==> config.mk <==
export PLATFORM = sky130hd
export DESIGN_NAME = bar_unit
export DESIGN_NICKNAME = d
export VERILOG_FILES = /design/src/rtl/bar_cfg_pkg.sv /design/src/rtl/bar_msg_pkg.sv /design/src/rtl/bar_arrival_counter.sv /design/src/rtl/bar_state_table.sv /design/src/rtl/bar_sequencer.sv /design/src/rtl/bar_unit.sv
export SDC_FILE = /design/constraint.sdc
export NUM_CORES = 1
export LEC_CHECK = 0
export ABC_AREA = 1
export BUFFER_PORTS_ARGS = -buffer_cell sky130_fd_sc_hd__clkbuf_2
export CORE_MARGIN = 2
export CORE_UTILIZATION = 65
export CTS_CLUSTER_DIAMETER = 60
export CTS_CLUSTER_SIZE = 28
export DETAILED_ROUTE_END_ITERATION = 16
export HOLD_SLACK_MARGIN = 0.02
export PLACE_DENSITY = 0.89
export SLEW_MARGIN = 30
export SYNTH_ARGS = -nofsm -noshare
export SYNTH_HDL_FRONTEND = slang
export SYNTH_HIERARCHICAL = 1
export SYNTH_SLANG_ARGS = --single-unit
export TNS_END_PERCENT = 50
==> constraint.sdc <==
create_clock -name clk -period 6.5 [get_ports clk]
set_input_delay 1.3 -clock clk [delete_from_list [all_inputs] [get_ports clk]]
set_output_delay 1.3 -clock clk [all_outputs]
set_load 0.005 [all_outputs]
==> src/rtl/bar_cfg_pkg.sv <==
// warp and barrier sizing for the barrier unit, imported by every rtl file
package bar_cfg_pkg;

    // warps in the core
    localparam int NUM_WARPS = 8;

    // barrier numbering
    localparam int BAR_ADDR_BITS = 2;
    localparam int BAR_COUNT = 1 << BAR_ADDR_BITS;

    localparam int WARP_ID_BITS = $clog2(NUM_WARPS);

    // warp index, also carries a barrier size minus one
    typedef logic [WARP_ID_BITS-1:0] warp_id_t;

    // one bit per warp
    typedef logic [NUM_WARPS-1:0] warp_mask_t;

    typedef logic [BAR_ADDR_BITS-1:0] bar_addr_t;

    // extra bit so a deferred full count never wraps
    typedef logic [WARP_ID_BITS:0] warp_count_t;

endpackage

==> src/rtl/bar_msg_pkg.sv <==
// request, marker, table entry and unlock formats shared by the barrier unit blocks
package bar_msg_pkg;

    import bar_cfg_pkg::*;

    // barrier request from the warp scheduler
    typedef struct packed {
        warp_id_t  wid;
        bar_addr_t addr;
        logic      is_arrive;
        // async arrivals count but never stall
        logic      is_async;
        warp_id_t  size_m1;
        // phase the warp saw when it issued a wait
        logic      phase;
    } bar_req_t;

    // transaction marker, start or done
    typedef struct packed {
        bar_addr_t addr;
        logic      is_done;
    } bar_tx_t;

    // per-barrier state held in the table
    typedef struct packed {
        warp_mask_t mask;
        logic       phase;
        logic       tx_pending;
        // all arrivals seen, release held for the transaction
        logic       arrived_all;
    } bar_entry_t;

    typedef struct packed {
        logic       valid;
        warp_mask_t mask;
    } bar_unlock_t;

endpackage

==> src/rtl/bar_arrival_counter.sv <==
// per-barrier arrival counters, bumped or cleared by the sequencer each cycle
`timescale 1ns/10ps

module bar_arrival_counter (
    input  logic                     clk,
    input  logic                     reset,
    input  bar_cfg_pkg::bar_addr_t   addr,
    input  logic                     incr,
    input  logic                     clear,
    output bar_cfg_pkg::warp_count_t count
);

    import bar_cfg_pkg::*;

    warp_count_t counts [BAR_COUNT];

    always_ff @(posedge clk) begin
        if (reset) begin
            for (int i = 0; i < BAR_COUNT; i++) begin
                counts[i] <= '0;
            end
        end else begin
            if (clear) begin
                counts[addr] <= '0;
            end else if (incr) begin
                counts[addr] <= counts[addr] + warp_count_t'(1);
            end
        end
    end

    // addressed count, read in the same cycle
    assign count = counts[addr];

    // the sequencer either counts an arrival or completes the barrier
    a_incr_clear_exclusive: assert property (
        @(posedge clk) disable iff (reset)
        !(incr && clear)
    ) else $error("arrival counter got incr and clear together");

endmodule

==> src/rtl/bar_state_table.sv <==
// barrier state table with wait masks, phases and transaction flags, plus a phase read port
`timescale 1ns/10ps

module bar_state_table (
    input  logic                    clk,
    input  logic                    reset,
    input  bar_cfg_pkg::bar_addr_t  addr,
    input  logic                    wr,
    input  bar_msg_pkg::bar_entry_t wr_entry,
    output bar_msg_pkg::bar_entry_t entry,
    input  bar_cfg_pkg::bar_addr_t  read_addr,
    output logic                    read_phase
);

    import bar_cfg_pkg::*;
    import bar_msg_pkg::*;

    bar_entry_t entries [BAR_COUNT];

    // every barrier starts idle at phase 0
    always_ff @(posedge clk) begin
        if (reset) begin
            for (int i = 0; i < BAR_COUNT; i++) begin
                entries[i] <= '0;
            end
        end else if (wr) begin
            entries[addr] <= wr_entry;
        end
    end

    // sequencer port, follows the active address
    assign entry = entries[addr];

    // outside phase port
    assign read_phase = entries[read_addr].phase;

endmodule

==> src/rtl/bar_sequencer.sv <==
// decides what each barrier request or transaction marker does and registers the unlock pulse
`timescale 1ns/10ps

module bar_sequencer (
    input  logic                     clk,
    input  logic                     reset,
    input  logic                     req_valid,
    input  bar_msg_pkg::bar_req_t    req,
    input  logic                     tx_valid,
    input  bar_msg_pkg::bar_tx_t     tx,
    input  bar_msg_pkg::bar_entry_t  entry,
    input  bar_cfg_pkg::warp_count_t count,
    output bar_cfg_pkg::bar_addr_t   addr,
    output logic                     cnt_incr,
    output logic                     cnt_clear,
    output logic                     wr,
    output bar_msg_pkg::bar_entry_t  wr_entry,
    output bar_msg_pkg::bar_unlock_t unlock
);

    import bar_cfg_pkg::*;
    import bar_msg_pkg::*;

    warp_mask_t  wid_bit;
    warp_mask_t  wait_mask;
    logic        at_last;
    bar_unlock_t unlock_n;
    logic        unlock_valid_q;
    warp_mask_t  unlock_mask_q;

    // requests win over markers
    assign addr = req_valid ? req.addr : tx.addr;

    assign wid_bit   = warp_mask_t'(1) << req.wid;
    assign wait_mask = entry.mask | wid_bit;

    // this arrival is the last one the barrier expects
    assign at_last = (count == warp_count_t'(req.size_m1));

    always_comb begin
        cnt_incr  = 1'b0;
        cnt_clear = 1'b0;
        wr        = 1'b0;
        wr_entry  = entry;
        unlock_n  = '0;

        if (req_valid) begin
            wr = 1'b1;
            if (req.is_arrive) begin
                if (!at_last) begin
                    cnt_incr = 1'b1;
                    if (!req.is_async) begin
                        wr_entry.mask = wait_mask;
                    end
                end else if (!entry.tx_pending) begin
                    // barrier opens now
                    cnt_clear            = 1'b1;
                    wr_entry.mask        = '0;
                    wr_entry.arrived_all = 1'b0;
                    wr_entry.phase       = !entry.phase;
                    unlock_n.valid       = 1'b1;
                    unlock_n.mask        = req.is_async ? entry.mask : wait_mask;
                end else begin
                    // full, but held open until the transaction finishes
                    cnt_incr             = 1'b1;
                    wr_entry.arrived_all = 1'b1;
                    if (!req.is_async) begin
                        wr_entry.mask = wait_mask;
                    end
                end
            end else if (req.phase != entry.phase) begin
                // stale wait, barrier already moved on
                unlock_n.valid = 1'b1;
                unlock_n.mask  = wid_bit;
            end else begin
                wr_entry.mask = wait_mask;
            end
        end else if (tx_valid) begin
            wr = 1'b1;
            if (!tx.is_done) begin
                wr_entry.tx_pending = 1'b1;
            end else begin
                wr_entry.tx_pending = 1'b0;
                if (entry.arrived_all) begin
                    // release what was held back
                    cnt_clear            = 1'b1;
                    wr_entry.mask        = '0;
                    wr_entry.arrived_all = 1'b0;
                    wr_entry.phase       = !entry.phase;
                    unlock_n.valid       = 1'b1;
                    unlock_n.mask        = entry.mask;
                end
            end
        end
    end

    always_ff @(posedge clk) begin
        if (reset) begin
            unlock_valid_q <= 1'b0;
        end else begin
            unlock_valid_q <= unlock_n.valid;
        end
    end

    // mask is zero whenever no unlock is decided
    always_ff @(posedge clk) begin
        unlock_mask_q <= unlock_n.mask;
    end

    assign unlock = '{valid: unlock_valid_q, mask: unlock_mask_q};

    // a release that includes a stalled warp always names that warp
    a_sync_release_mask: assert property (
        @(posedge clk) disable iff (reset)
        (req_valid && unlock_n.valid && !(req.is_arrive && req.is_async))
            |=> (unlock.valid && (unlock.mask != '0) && unlock.mask[$past(req.wid)])
    ) else $error("unlock pulse misses the releasing warp");

endmodule

==> src/rtl/bar_unit.sv <==
// barrier unit top, ties the sequencer to the arrival counters and the state table
`timescale 1ns/10ps

module bar_unit (
    input  logic                     clk,
    input  logic                     reset,
    input  logic                     req_valid,
    input  bar_msg_pkg::bar_req_t    req,
    input  logic                     tx_valid,
    input  bar_msg_pkg::bar_tx_t     tx,
    input  bar_cfg_pkg::bar_addr_t   read_addr,
    output logic                     read_phase,
    output bar_msg_pkg::bar_unlock_t unlock
);

    import bar_cfg_pkg::*;
    import bar_msg_pkg::*;

    // active barrier, shared by counter and table
    bar_addr_t   addr;
    logic        cnt_incr;
    logic        cnt_clear;
    warp_count_t count;
    logic        wr;
    bar_entry_t  wr_entry;
    bar_entry_t  entry;

    bar_sequencer sequencer_i (
        .clk       (clk),
        .reset     (reset),
        .req_valid (req_valid),
        .req       (req),
        .tx_valid  (tx_valid),
        .tx        (tx),
        .entry     (entry),
        .count     (count),
        .addr      (addr),
        .cnt_incr  (cnt_incr),
        .cnt_clear (cnt_clear),
        .wr        (wr),
        .wr_entry  (wr_entry),
        .unlock    (unlock)
    );

    bar_arrival_counter counter_i (
        .clk   (clk),
        .reset (reset),
        .addr  (addr),
        .incr  (cnt_incr),
        .clear (cnt_clear),
        .count (count)
    );

    bar_state_table table_i (
        .clk        (clk),
        .reset      (reset),
        .addr       (addr),
        .wr         (wr),
        .wr_entry   (wr_entry),
        .entry      (entry),
        .read_addr  (read_addr),
        .read_phase (read_phase)
    );

endmodule

# After elaboration in Yosys (flattened, before gate mapping)
# Memories as Yosys holds them, arrays and structs flattened.
# Cells that the tools add are included.
[totals] latchBits=0 n_memories=2 wordCells=72 romBits=0 register_bits=9 output_inout_bits=10 ramBits=60 input_bits=20
[memory_table] name="table_i.entries" depth=4 word_bits=11 read_ports=2 rd_ports_with_merged_regs=0 write_ports=4 line="bar_state_table.sv:18" rtl="bar_entry_t entries [BAR_COUNT];"
[memory_table] name="counter_i.counts" depth=4 word_bits=4 read_ports=1 rd_ports_with_merged_regs=0 write_ports=4 line="bar_arrival_counter.sv:15" rtl="warp_count_t counts [BAR_COUNT];"
[classes] shift=1 n_mul=0 add_sub_neg=1 eq_ne=2 div=0 n_reduce_logical=3 n_bitwise=2 mux=59 magnitude_cmp=0
[op_table] operator="$mux 9" count=11
[op_table] operator="$mux 8" count=5
[op_table] operator="$mux 1" count=36
[op_table] operator="$mux 11" count=2
[op_table] operator="$reduce_or 11->1" count=1
[op_table] operator="$mux 4" count=2
[op_table] operator="$or 8x8->8" count=1
[op_table] operator="$shl 1x3->8 const A" count=1
[op_table] operator="$mux 2" count=3
[op_table] operator="$add 4x1->4 const B" count=1
[op_table] operator="$eq 4x3->1" count=1
[op_table] operator="$reduce_or 4->1" count=1
[op_table] operator="$logic_not 1->1" count=1
[op_table] operator="$ne 1x1->1" count=1
[op_table] operator="$or 1x1->1" count=1

# Depth between registers and ports, before layout
# Gate-level depths: netlist of the first run.
# An unclocked memory read counts as a cell.
[depth] ltp_word=13 ltp_mapped=23

# Cells and area by module
# The synthesis of the first run kept the hierarchy.
[modules_own_cells] mod="bar_state_table" area_each_um2=2232.1 instances=1 cells_per_inst=253 seq_area_each_um2=1321.3
[modules_own_cells] mod="bar_sequencer" area_each_um2=1056.0 instances=1 cells_per_inst=187 seq_area_each_um2=180.2
[modules_own_cells] mod="bar_arrival_counter" area_each_um2=908.4 instances=1 cells_per_inst=104 seq_area_each_um2=480.5

# Worst setup path after synthesis of the first run
# Ideal clock, no wire load.
[synth_timing] path_kind="in2reg" startpoint="input port req_valid" endpoint="memory counter_i/counts[3][0] (netlist bit) (enable)" setup_slack_ns=2.712 path_stages=18 arrival_time_ns=3.416 n_path_buf=4 setup_time_ns=0.373 path_cell_list="buf_2 buf_2 nand2_1 nand2_1 buf_6 inv_4 buf_6 nand2_2 nand3_1 nand2_2 inv_1 nand2_1 nand3_1 nor2_4 nand3b_4 nand2_2 nor2_1 o31ai_1"
[synth_rtl] element="from (decl)" line="bar_unit.sv:7" rtl="input logic req_valid,"
[synth_rtl] element="to (decl)" line="bar_arrival_counter.sv:15"

==> results of run 1 <==
==> metal layers <==
layer / vias to the layer above / track usage (%) / wire [um]
met5: - / 0 / 0
met2: 201 / 46.25 / 4653
met1: 1626 / 33.51 / 3671
met3: 37 / 5.506 / 724
li1: 1735 / - / -
met4: 0 / 17.17 / 436
==> worst register-to-register path: stages (launching register included) <==
cell	delay [ps]
edfxtp_1	330
inv_1	40
nand2_1	70
nand3_2	120
nand2_2	170
inv_1	60
nand2_1	80
nand3_1	130
nor2_4	180
nand3b_4	170
nand2_2	110
nor2_1	70
nor3_1	220
nand2_1	180
nand2_1	200
==> cells by family after synthesis <==
family	after synthesis	share of synthesized area, %
buffers and inverters	133	13.83
DFF	69	47.23
AOI/OAI and AO/OA	44	5.725
adders and majority gates	1	0.2981
xor gates and xnor gates	1	0.3877
and+or+nand+nor	296	32.53
==> layout make-up <==
cell class / instances / share of cell area, %
sequential: 69 / 44.17
multi-input combinational: 342 / 36.42
inverter: 115 / 9.788
timing repair buffer: 30 / 3.402
clock buffer: 11 / 2.928
tap: 77 / 2.147
clock inverter: 5 / 1.143
==> Yosys cell counts <==
cell type	count
nand3b_1	1
nand4_2	1
nor2_8	1
edfxtp_1	60
buf_6	7
o21ai_0	6
nor2_4	4
a22oi_1	1
buf_2	7
nand2_2	11
nor2_1	67
clkinv_4	1
ha_1	1
nand3b_4	1
clkbuf_2	1
or2_0	1
a21oi_1	23
xnor2_2	1
inv_4	1
nand3_2	10
a21oi_2	3
nand2_4	1
nand3_1	53
o31ai_1	1
buf_4	3
o21ai_2	1
nor2_2	3
o21ai_1	9
nand4_1	1
inv_2	7
nor3_1	2
dfxtp_1	9
nand2_1	139
inv_1	106
==> through the flow <==
| step | utilization, % | cells | instance area [um2] | hold WS [ps] |
|---|---|---|---|---|
| 6_report | 71.07 | 649 | 4487 | 760.8 |
| 5_1_grt | 71.07 | 649 | 4487 | 805.6 |
| 4_1_cts | 71.07 | 649 | 4487 | 764.1 |
| 3_5_place_dp | 68.17 | 633 | 4304 | 752.7 |
| 3_3_place_gp | 68.17 | 633 | 4304 | 736.4 |
| 2_1_floorplan | - | 544 | 4197 | 641.2 |
==> layout by cell type, fill, tap and decap left out <==
cell type	n
inv_4	1
nand4_1	1
nand2_2	11
a21oi_1	23
nand2_1	139
inv_2	7
clkinv_2	1
nand2_4	1
nor2_1	67
nand3b_1	1
buf_4	1
clkbuf_1	2
a21oi_2	3
nor3_1	2
clkbuf_8	9
inv_1	106
xnor2_2	1
a22oi_1	1
o21ai_0	6
o31ai_1	1
nand4_2	1
edfxtp_1	60
or2_0	1
ha_1	1
nor2_2	3
nor2_4	4
nor2_8	1
nand3b_4	1
o21ai_1	9
clkbuf_2	29
nand3_2	10
o21ai_2	1
clkinv_4	2
dfxtp_1	9
nand3_1	53
bufinv_16	1
clkinv_1	2
==> how the worst max path moves through the flow <==
stage                          from                              endpoint  slack, ps  depth (start not counted)
after floorplan           req_valid      counter_i/counts[3][0]$_DFFE_PP_       2710                         18
final                     req_valid  counter_i/counts[1][2]$_SDFFCE_PN0P_       2160                         17
after global placement    req_valid  counter_i/counts[1][1]$_SDFFCE_PN0P_       2030                         16
after global routing      req_valid  counter_i/counts[0][2]$_SDFFCE_PN0P_       1740                         17
after CTS                 req_valid  counter_i/counts[1][1]$_SDFFCE_PN0P_       2240                         17
after detailed placement  req_valid  counter_i/counts[1][1]$_SDFFCE_PN0P_       1870                         17
==> flip-flops by register name (all words and copies together), names as in the netlist <==
name,flops
sequencer_i/unlock_valid_q,1
table_i/entries,44
sequencer_i/unlock_mask_q,8
counter_i/counts,16
==> power by group through the flow <==
stage / Clock (W) / Combinational [W] / Sequential [W]
6_report: 0.000332 / 0.000226 / 0.000521
5_1_grt: 0.000353 / 0.000251 / 0.000524
4_1_cts: 0.000335 / 0.000222 / 0.000521
3_5_place_dp: 0 / 0.000221 / 0.000531
3_3_place_gp: 0 / 0.000214 / 0.000529
2_1_floorplan: 0 / 0.000170 / 0.000529
==> results_dict.tcl, run 1 <==
set metrics [dict create \
    status "complete, no violations" \
    seq_power_share_pct 48.3 \
    end_kind "flip-flop" \
    whs_path_depth 6 \
    cts_setup_buffers 0 \
    tightest_slew_ps 800.8 \
    antenna_found_initial 0 \
    grt_max_degree 25 \
    hold_buffers 0 \
    max_stage_delay_ps 460 \
    crit_family "simple AND/OR/NAND/NOR gates" \
    dieWidth_um 84.35 \
    fmax_mhz 230.2 \
    area_delta_synth_final_pct 6.917 \
    p_int_w 0.0007524 \
    nFillCells 503 \
    hp-start "table_i/entries[0][3]$_SDFFCE_PN0P_" \
    ioPinCount 30 \
    yosysTopAreaCell "edfxtp_1" \
    cts.clk_slew.worst_paths_ps 70 \
    yosysTopAreaCellShare_pct 42.93 \
    timing.rr.start "counter_i/counts[3][0]$_DFFE_PP_" \
    skew_ps 10.59 \
    port-buffer-count 29 \
    pre_cts_ws_ps 1873 \
    synth.avg_cell_area_um2 7.714 \
    switching_share_pct 30.29 \
    p_leak_nw 2.207 \
    path_class "in -> reg" \
    r2r_slack_ps 4070 \
    num_antenna_cells 0 \
    fin_ws_ps 2155 \
    wl_per_cell_um 14.62 \
    seq_area_frac_synth_pct 47.23 \
    firstDrtPassIters 6 \
    yosysUniqueCellTypes 34 \
    netlist_instances 544 \
    crit_path_max_fanout 21 \
    vias_per_cell 5.545 \
    peakVddDrop_v 0.0001681 \
    cts-buffers-inserted 9 \
    dr.first_iter.drc_count 370 \
    syn_nets 565 \
    dieHeight_um 84.35 \
    clock_latency_ps 340 \
    total_power_w 0.001079 \
    regArea_um2 1982 \
    yosys_warnings 6 \
    multi_input_comb_area_um2 1634 \
    vias 3599 \
    switching_power_w 0.0003269 \
    grt_pass1_vias 3489 \
    post_cts.resized_instances 0 \
    fin_crit_ps 4345 \
    power_frac_clock_pct 30.8 \
    drc 0 \
    power_density_nw_per_um2 240.6 \
    worst-path-buf-inv 4 \
    fin_crit_sh_pct 66.85 \
    rr_endpoint "counter_i/counts[1][2]$_SDFFCE_PN0P_" \
    tns_ps 0 \
    dpl.hpwl_um 6552 \
    slew_headroom_pct 46.48 \
    ys_top_cells_by_area "edfxtp_1 (43%), nand2_1 (12%), inv_1 (9.5%)" \
    report.final.slew_viol_count 0 \
    drt-total-wl_um 9486 \
    cts_max_level 3 \
    rsz0062_at_grt "false" \
    grt_first_pass_wirelength_um 15500 \
    cp.arrival_ps 4380 \
    core_um2 6314 \
    hold_violations 0 \
    hold_class "reg -> reg" \
    nNetsFinal 588 \
    start_util_pct 66.47 \
    crit_slowest_cell "nand2_1" \
    gr-total-overflow 0 \
    clockRootBuffer "clkbuf_8" \
    cts_tree "yes" \
    synth_area_um2 4197 \
    drive_gt1_share_pct 15.38 \
    grt_usage_pct 27.87 \
    dieArea_um2 7115 \
    min_to "sequencer_i/unlock_mask_q[0]$_DFF_P_" \
    clock-sinks 69 \
    p_comb_share_pct 20.9 \
    clk_path_buf_depth 2 \
    worstPathCellList "clkbuf_2 > inv_2 > nand2_1 > nand2_1 > inv_1 > nand3_1 > nand2_2 > inv_1 > nand2_1 > nand3_1 > nor2_4 > nand3b_4 > nand2_2 > nor2_1 > nor3_1 > nand2_1 > nand2_1" \
    worstRegToRegCells 14 \
    rows 29 \
    synth_seq_cells 69 \
    crit_top_cell "nand2_1" \
    cp.required_ps 6530 \
    maxCapViolations 0 \
    drtAntennaViolNets 0 \
    worstSetupStartpointType "input port" \
    gp_congestion 0.8844 \
    setup_viol 0 \
]
No activity file was read; power rests on OpenSTA's default activity.
==> inputs of run 2 (changes only) <==
Settings changed: CORE_UTILIZATION 65 to 61, PLACE_DENSITY 0.89 to 0.85.
Clock period 6.5 ns to 4.39 ns, I/O delays scaled along.
==> run 2 against run 1 <==
  * Total power rose by 66%
  * Combinational power rose by 47%
  * Largest cell class unchanged
  * Clock power rose by 110%
  * Flip-flop and latch count did not move
==> results_dict.tcl, run 2 (synthesis gave the netlist of run 1 again) <==
set metrics [dict create \
    status "complete, no violations" \
    rows 30 \
    cts_max_level 3 \
    crit_path_max_fanout 12 \
    multi_input_comb_area_um2 1634 \
    drive_gt1_share_pct 16.38 \
    dpl.hpwl_um 6488 \
    r2r_slack_ps 1930 \
    hold_buffers 0 \
    fin_crit_sh_pct 79.77 \
    setup_viol 0 \
    min_to "sequencer_i/unlock_mask_q[1]$_DFF_P_" \
    worst-path-buf-inv 4 \
    timing.rr.start "counter_i/counts[1][1]$_SDFFCE_PN0P_" \
    clock-sinks 69 \
    final_cell_mix "nand2_1 (139), inv_1 (106), nor2_1 (67), edfxtp_1 (60), nand3_1 (53)" \
    path_class "in -> reg" \
    clk_path_buf_depth 2 \
    whs_path_depth 6 \
    largest_reg_flops 44 \
    cts_setup_buffers 0 \
    maxCapViolations 0 \
    dieArea_um2 7559 \
    grt_first_pass_wirelength_um 15080 \
    hp-start "table_i/entries[2][4]$_SDFFCE_PN0P_" \
    dr.first_iter.drc_count 218 \
    wl_per_cell_um 14.33 \
    gp_congestion 0.8857 \
    skew_ps 7.286 \
    drc 0 \
    slew_headroom_pct 58.23 \
    vias 3519 \
    peakVddDrop_v 0.0002017 \
    top_register "table_i/entries" \
    cts-buffers-inserted 9 \
    dieHeight_um 86.95 \
    firstDrtPassIters 5 \
    tightest_slew_ps 621.3 \
    cts_tree "yes" \
    fmax_mhz 285.6 \
    start_util_pct 62.46 \
    worstRegToRegCells 14 \
    hold_violations 0 \
    rsz0062_at_grt "false" \
    dieWidth_um 86.95 \
    cts.clk_slew.worst_paths_ps 80 \
    grt_pass1_vias 3200 \
    tns_ps 0 \
    clock_latency_ps 350 \
    worstPathCellList "clkbuf_2 > inv_2 > nand2_1 > nand2_1 > inv_4 > nand2_2 > nand3_1 > nand2_2 > inv_1 > nand2_1 > nand3_1 > nor2_4 > nand3b_4 > nand2_2 > nor2_1 > nor3_1 > nand2_1 > nand2_1" \
    area_delta_synth_final_pct 9.452 \
    crit_top_cell "nand2_1" \
    gr-total-overflow 0 \
    startpoint "req_valid" \
    layout_commonest_cell "nand2_1" \
    nNetsFinal 590 \
    worstSetupStartpointType "input port" \
    nFillCells 540 \
    rr_endpoint "counter_i/counts[1][2]$_SDFFCE_PN0P_" \
    port-buffer-count 29 \
    regArea_um2 1982 \
    drt-total-wl_um 9373 \
    max_stage_delay_ps 400 \
    power_density_nw_per_um2 390.5 \
    p_leak_nw 2.258 \
    post_cts.resized_instances 0 \
    clockRootBuffer "clkbuf_8" \
    crit_slowest_cell "nand2_1" \
    fin_hold_ws_ps 743.1 \
    drtAntennaViolNets 0 \
    antenna_found_initial 0 \
    ioPinCount 30 \
    cp.required_ps 4440 \
    core_um2 6719 \
    top_regs "table_i/entries: 44 flops, counter_i/counts: 16 flops, sequencer_i/unlock_mask_q: 8 flops" \
    grt_max_degree 25 \
    vias_per_cell 5.381 \
    crit_family "simple AND/OR/NAND/NOR gates" \
    end_kind "flip-flop" \
    grt_usage_pct 26.38 \
    report.final.slew_viol_count 0 \
    hold_class "reg -> reg" \
    cp.arrival_ps 3550 \
    num_antenna_cells 0 \
    fin_crit_ps 3502 \
]
run 2: where the power goes:
part / switching [W] / internal (W)
registers: 0.0000104 / 0.000760
logic: 0.000236 / 0.0000955
clock network: 0.000252 / 0.000439
run 2: layout make-up:
| cell class | count | area share [%] |
|---|---|---|
| Timing Repair Buffer | 32 | 3.650 |
| Inverter | 115 | 9.561 |
| Clock buffer | 9 | 2.697 |
| Sequential cell | 69 | 43.15 |
| Tap cell | 80 | 2.179 |
| Multi-Input combinational cell | 342 | 35.58 |
| Clock inverter | 7 | 3.187 |
run 2: layer usage:
layer	GRT usage [%]	wire length [um]	vias up
met3	4.929	574	19
met4	11.93	215	0
met2	42.68	4669	114
li1	-	-	1744
met5	0	0	-
met1	34.49	3914	1642
run 2: worst max-delay path by stage:
stage	cells past startpoint	slack [ps]	end
floorplan	18	1020	counter_i/counts[3][0]$_DFFE_PP_
global placement	14	750	counter_i/counts[3][1]$_DFFE_PP_
detailed placement	16	630	counter_i/counts[3][0]$_DFFE_PP_
CTS	16	970	counter_i/counts[3][0]$_DFFE_PP_
global route	18	680	counter_i/counts[0][2]$_SDFFCE_PN0P_
finish	18	890	counter_i/counts[1][2]$_SDFFCE_PN0P_
run 2: stage by stage:
stage	area, um2	cells	setup slack [ps]	power, W	utilization (%)
2_1_floorplan	4197	544	1024	0.001035	-
6_report	4593	654	888.2	0.001794	68.36
4_1_cts	4593	654	971.9	0.001797	68.36
3_3_place_gp	4323	638	750.4	0.001100	64.34
5_1_grt	4593	654	684.1	0.001872	68.36
3_5_place_dp	4323	638	629.5	0.001111	64.34
run 2: worst register-to-register path, delay by kind of cell, from the launching register on:
kind,cells,cell delay (ps)
flip-flops,1,330
AND/OR/NAND/NOR,12,1700
buffers and inverters,2,110
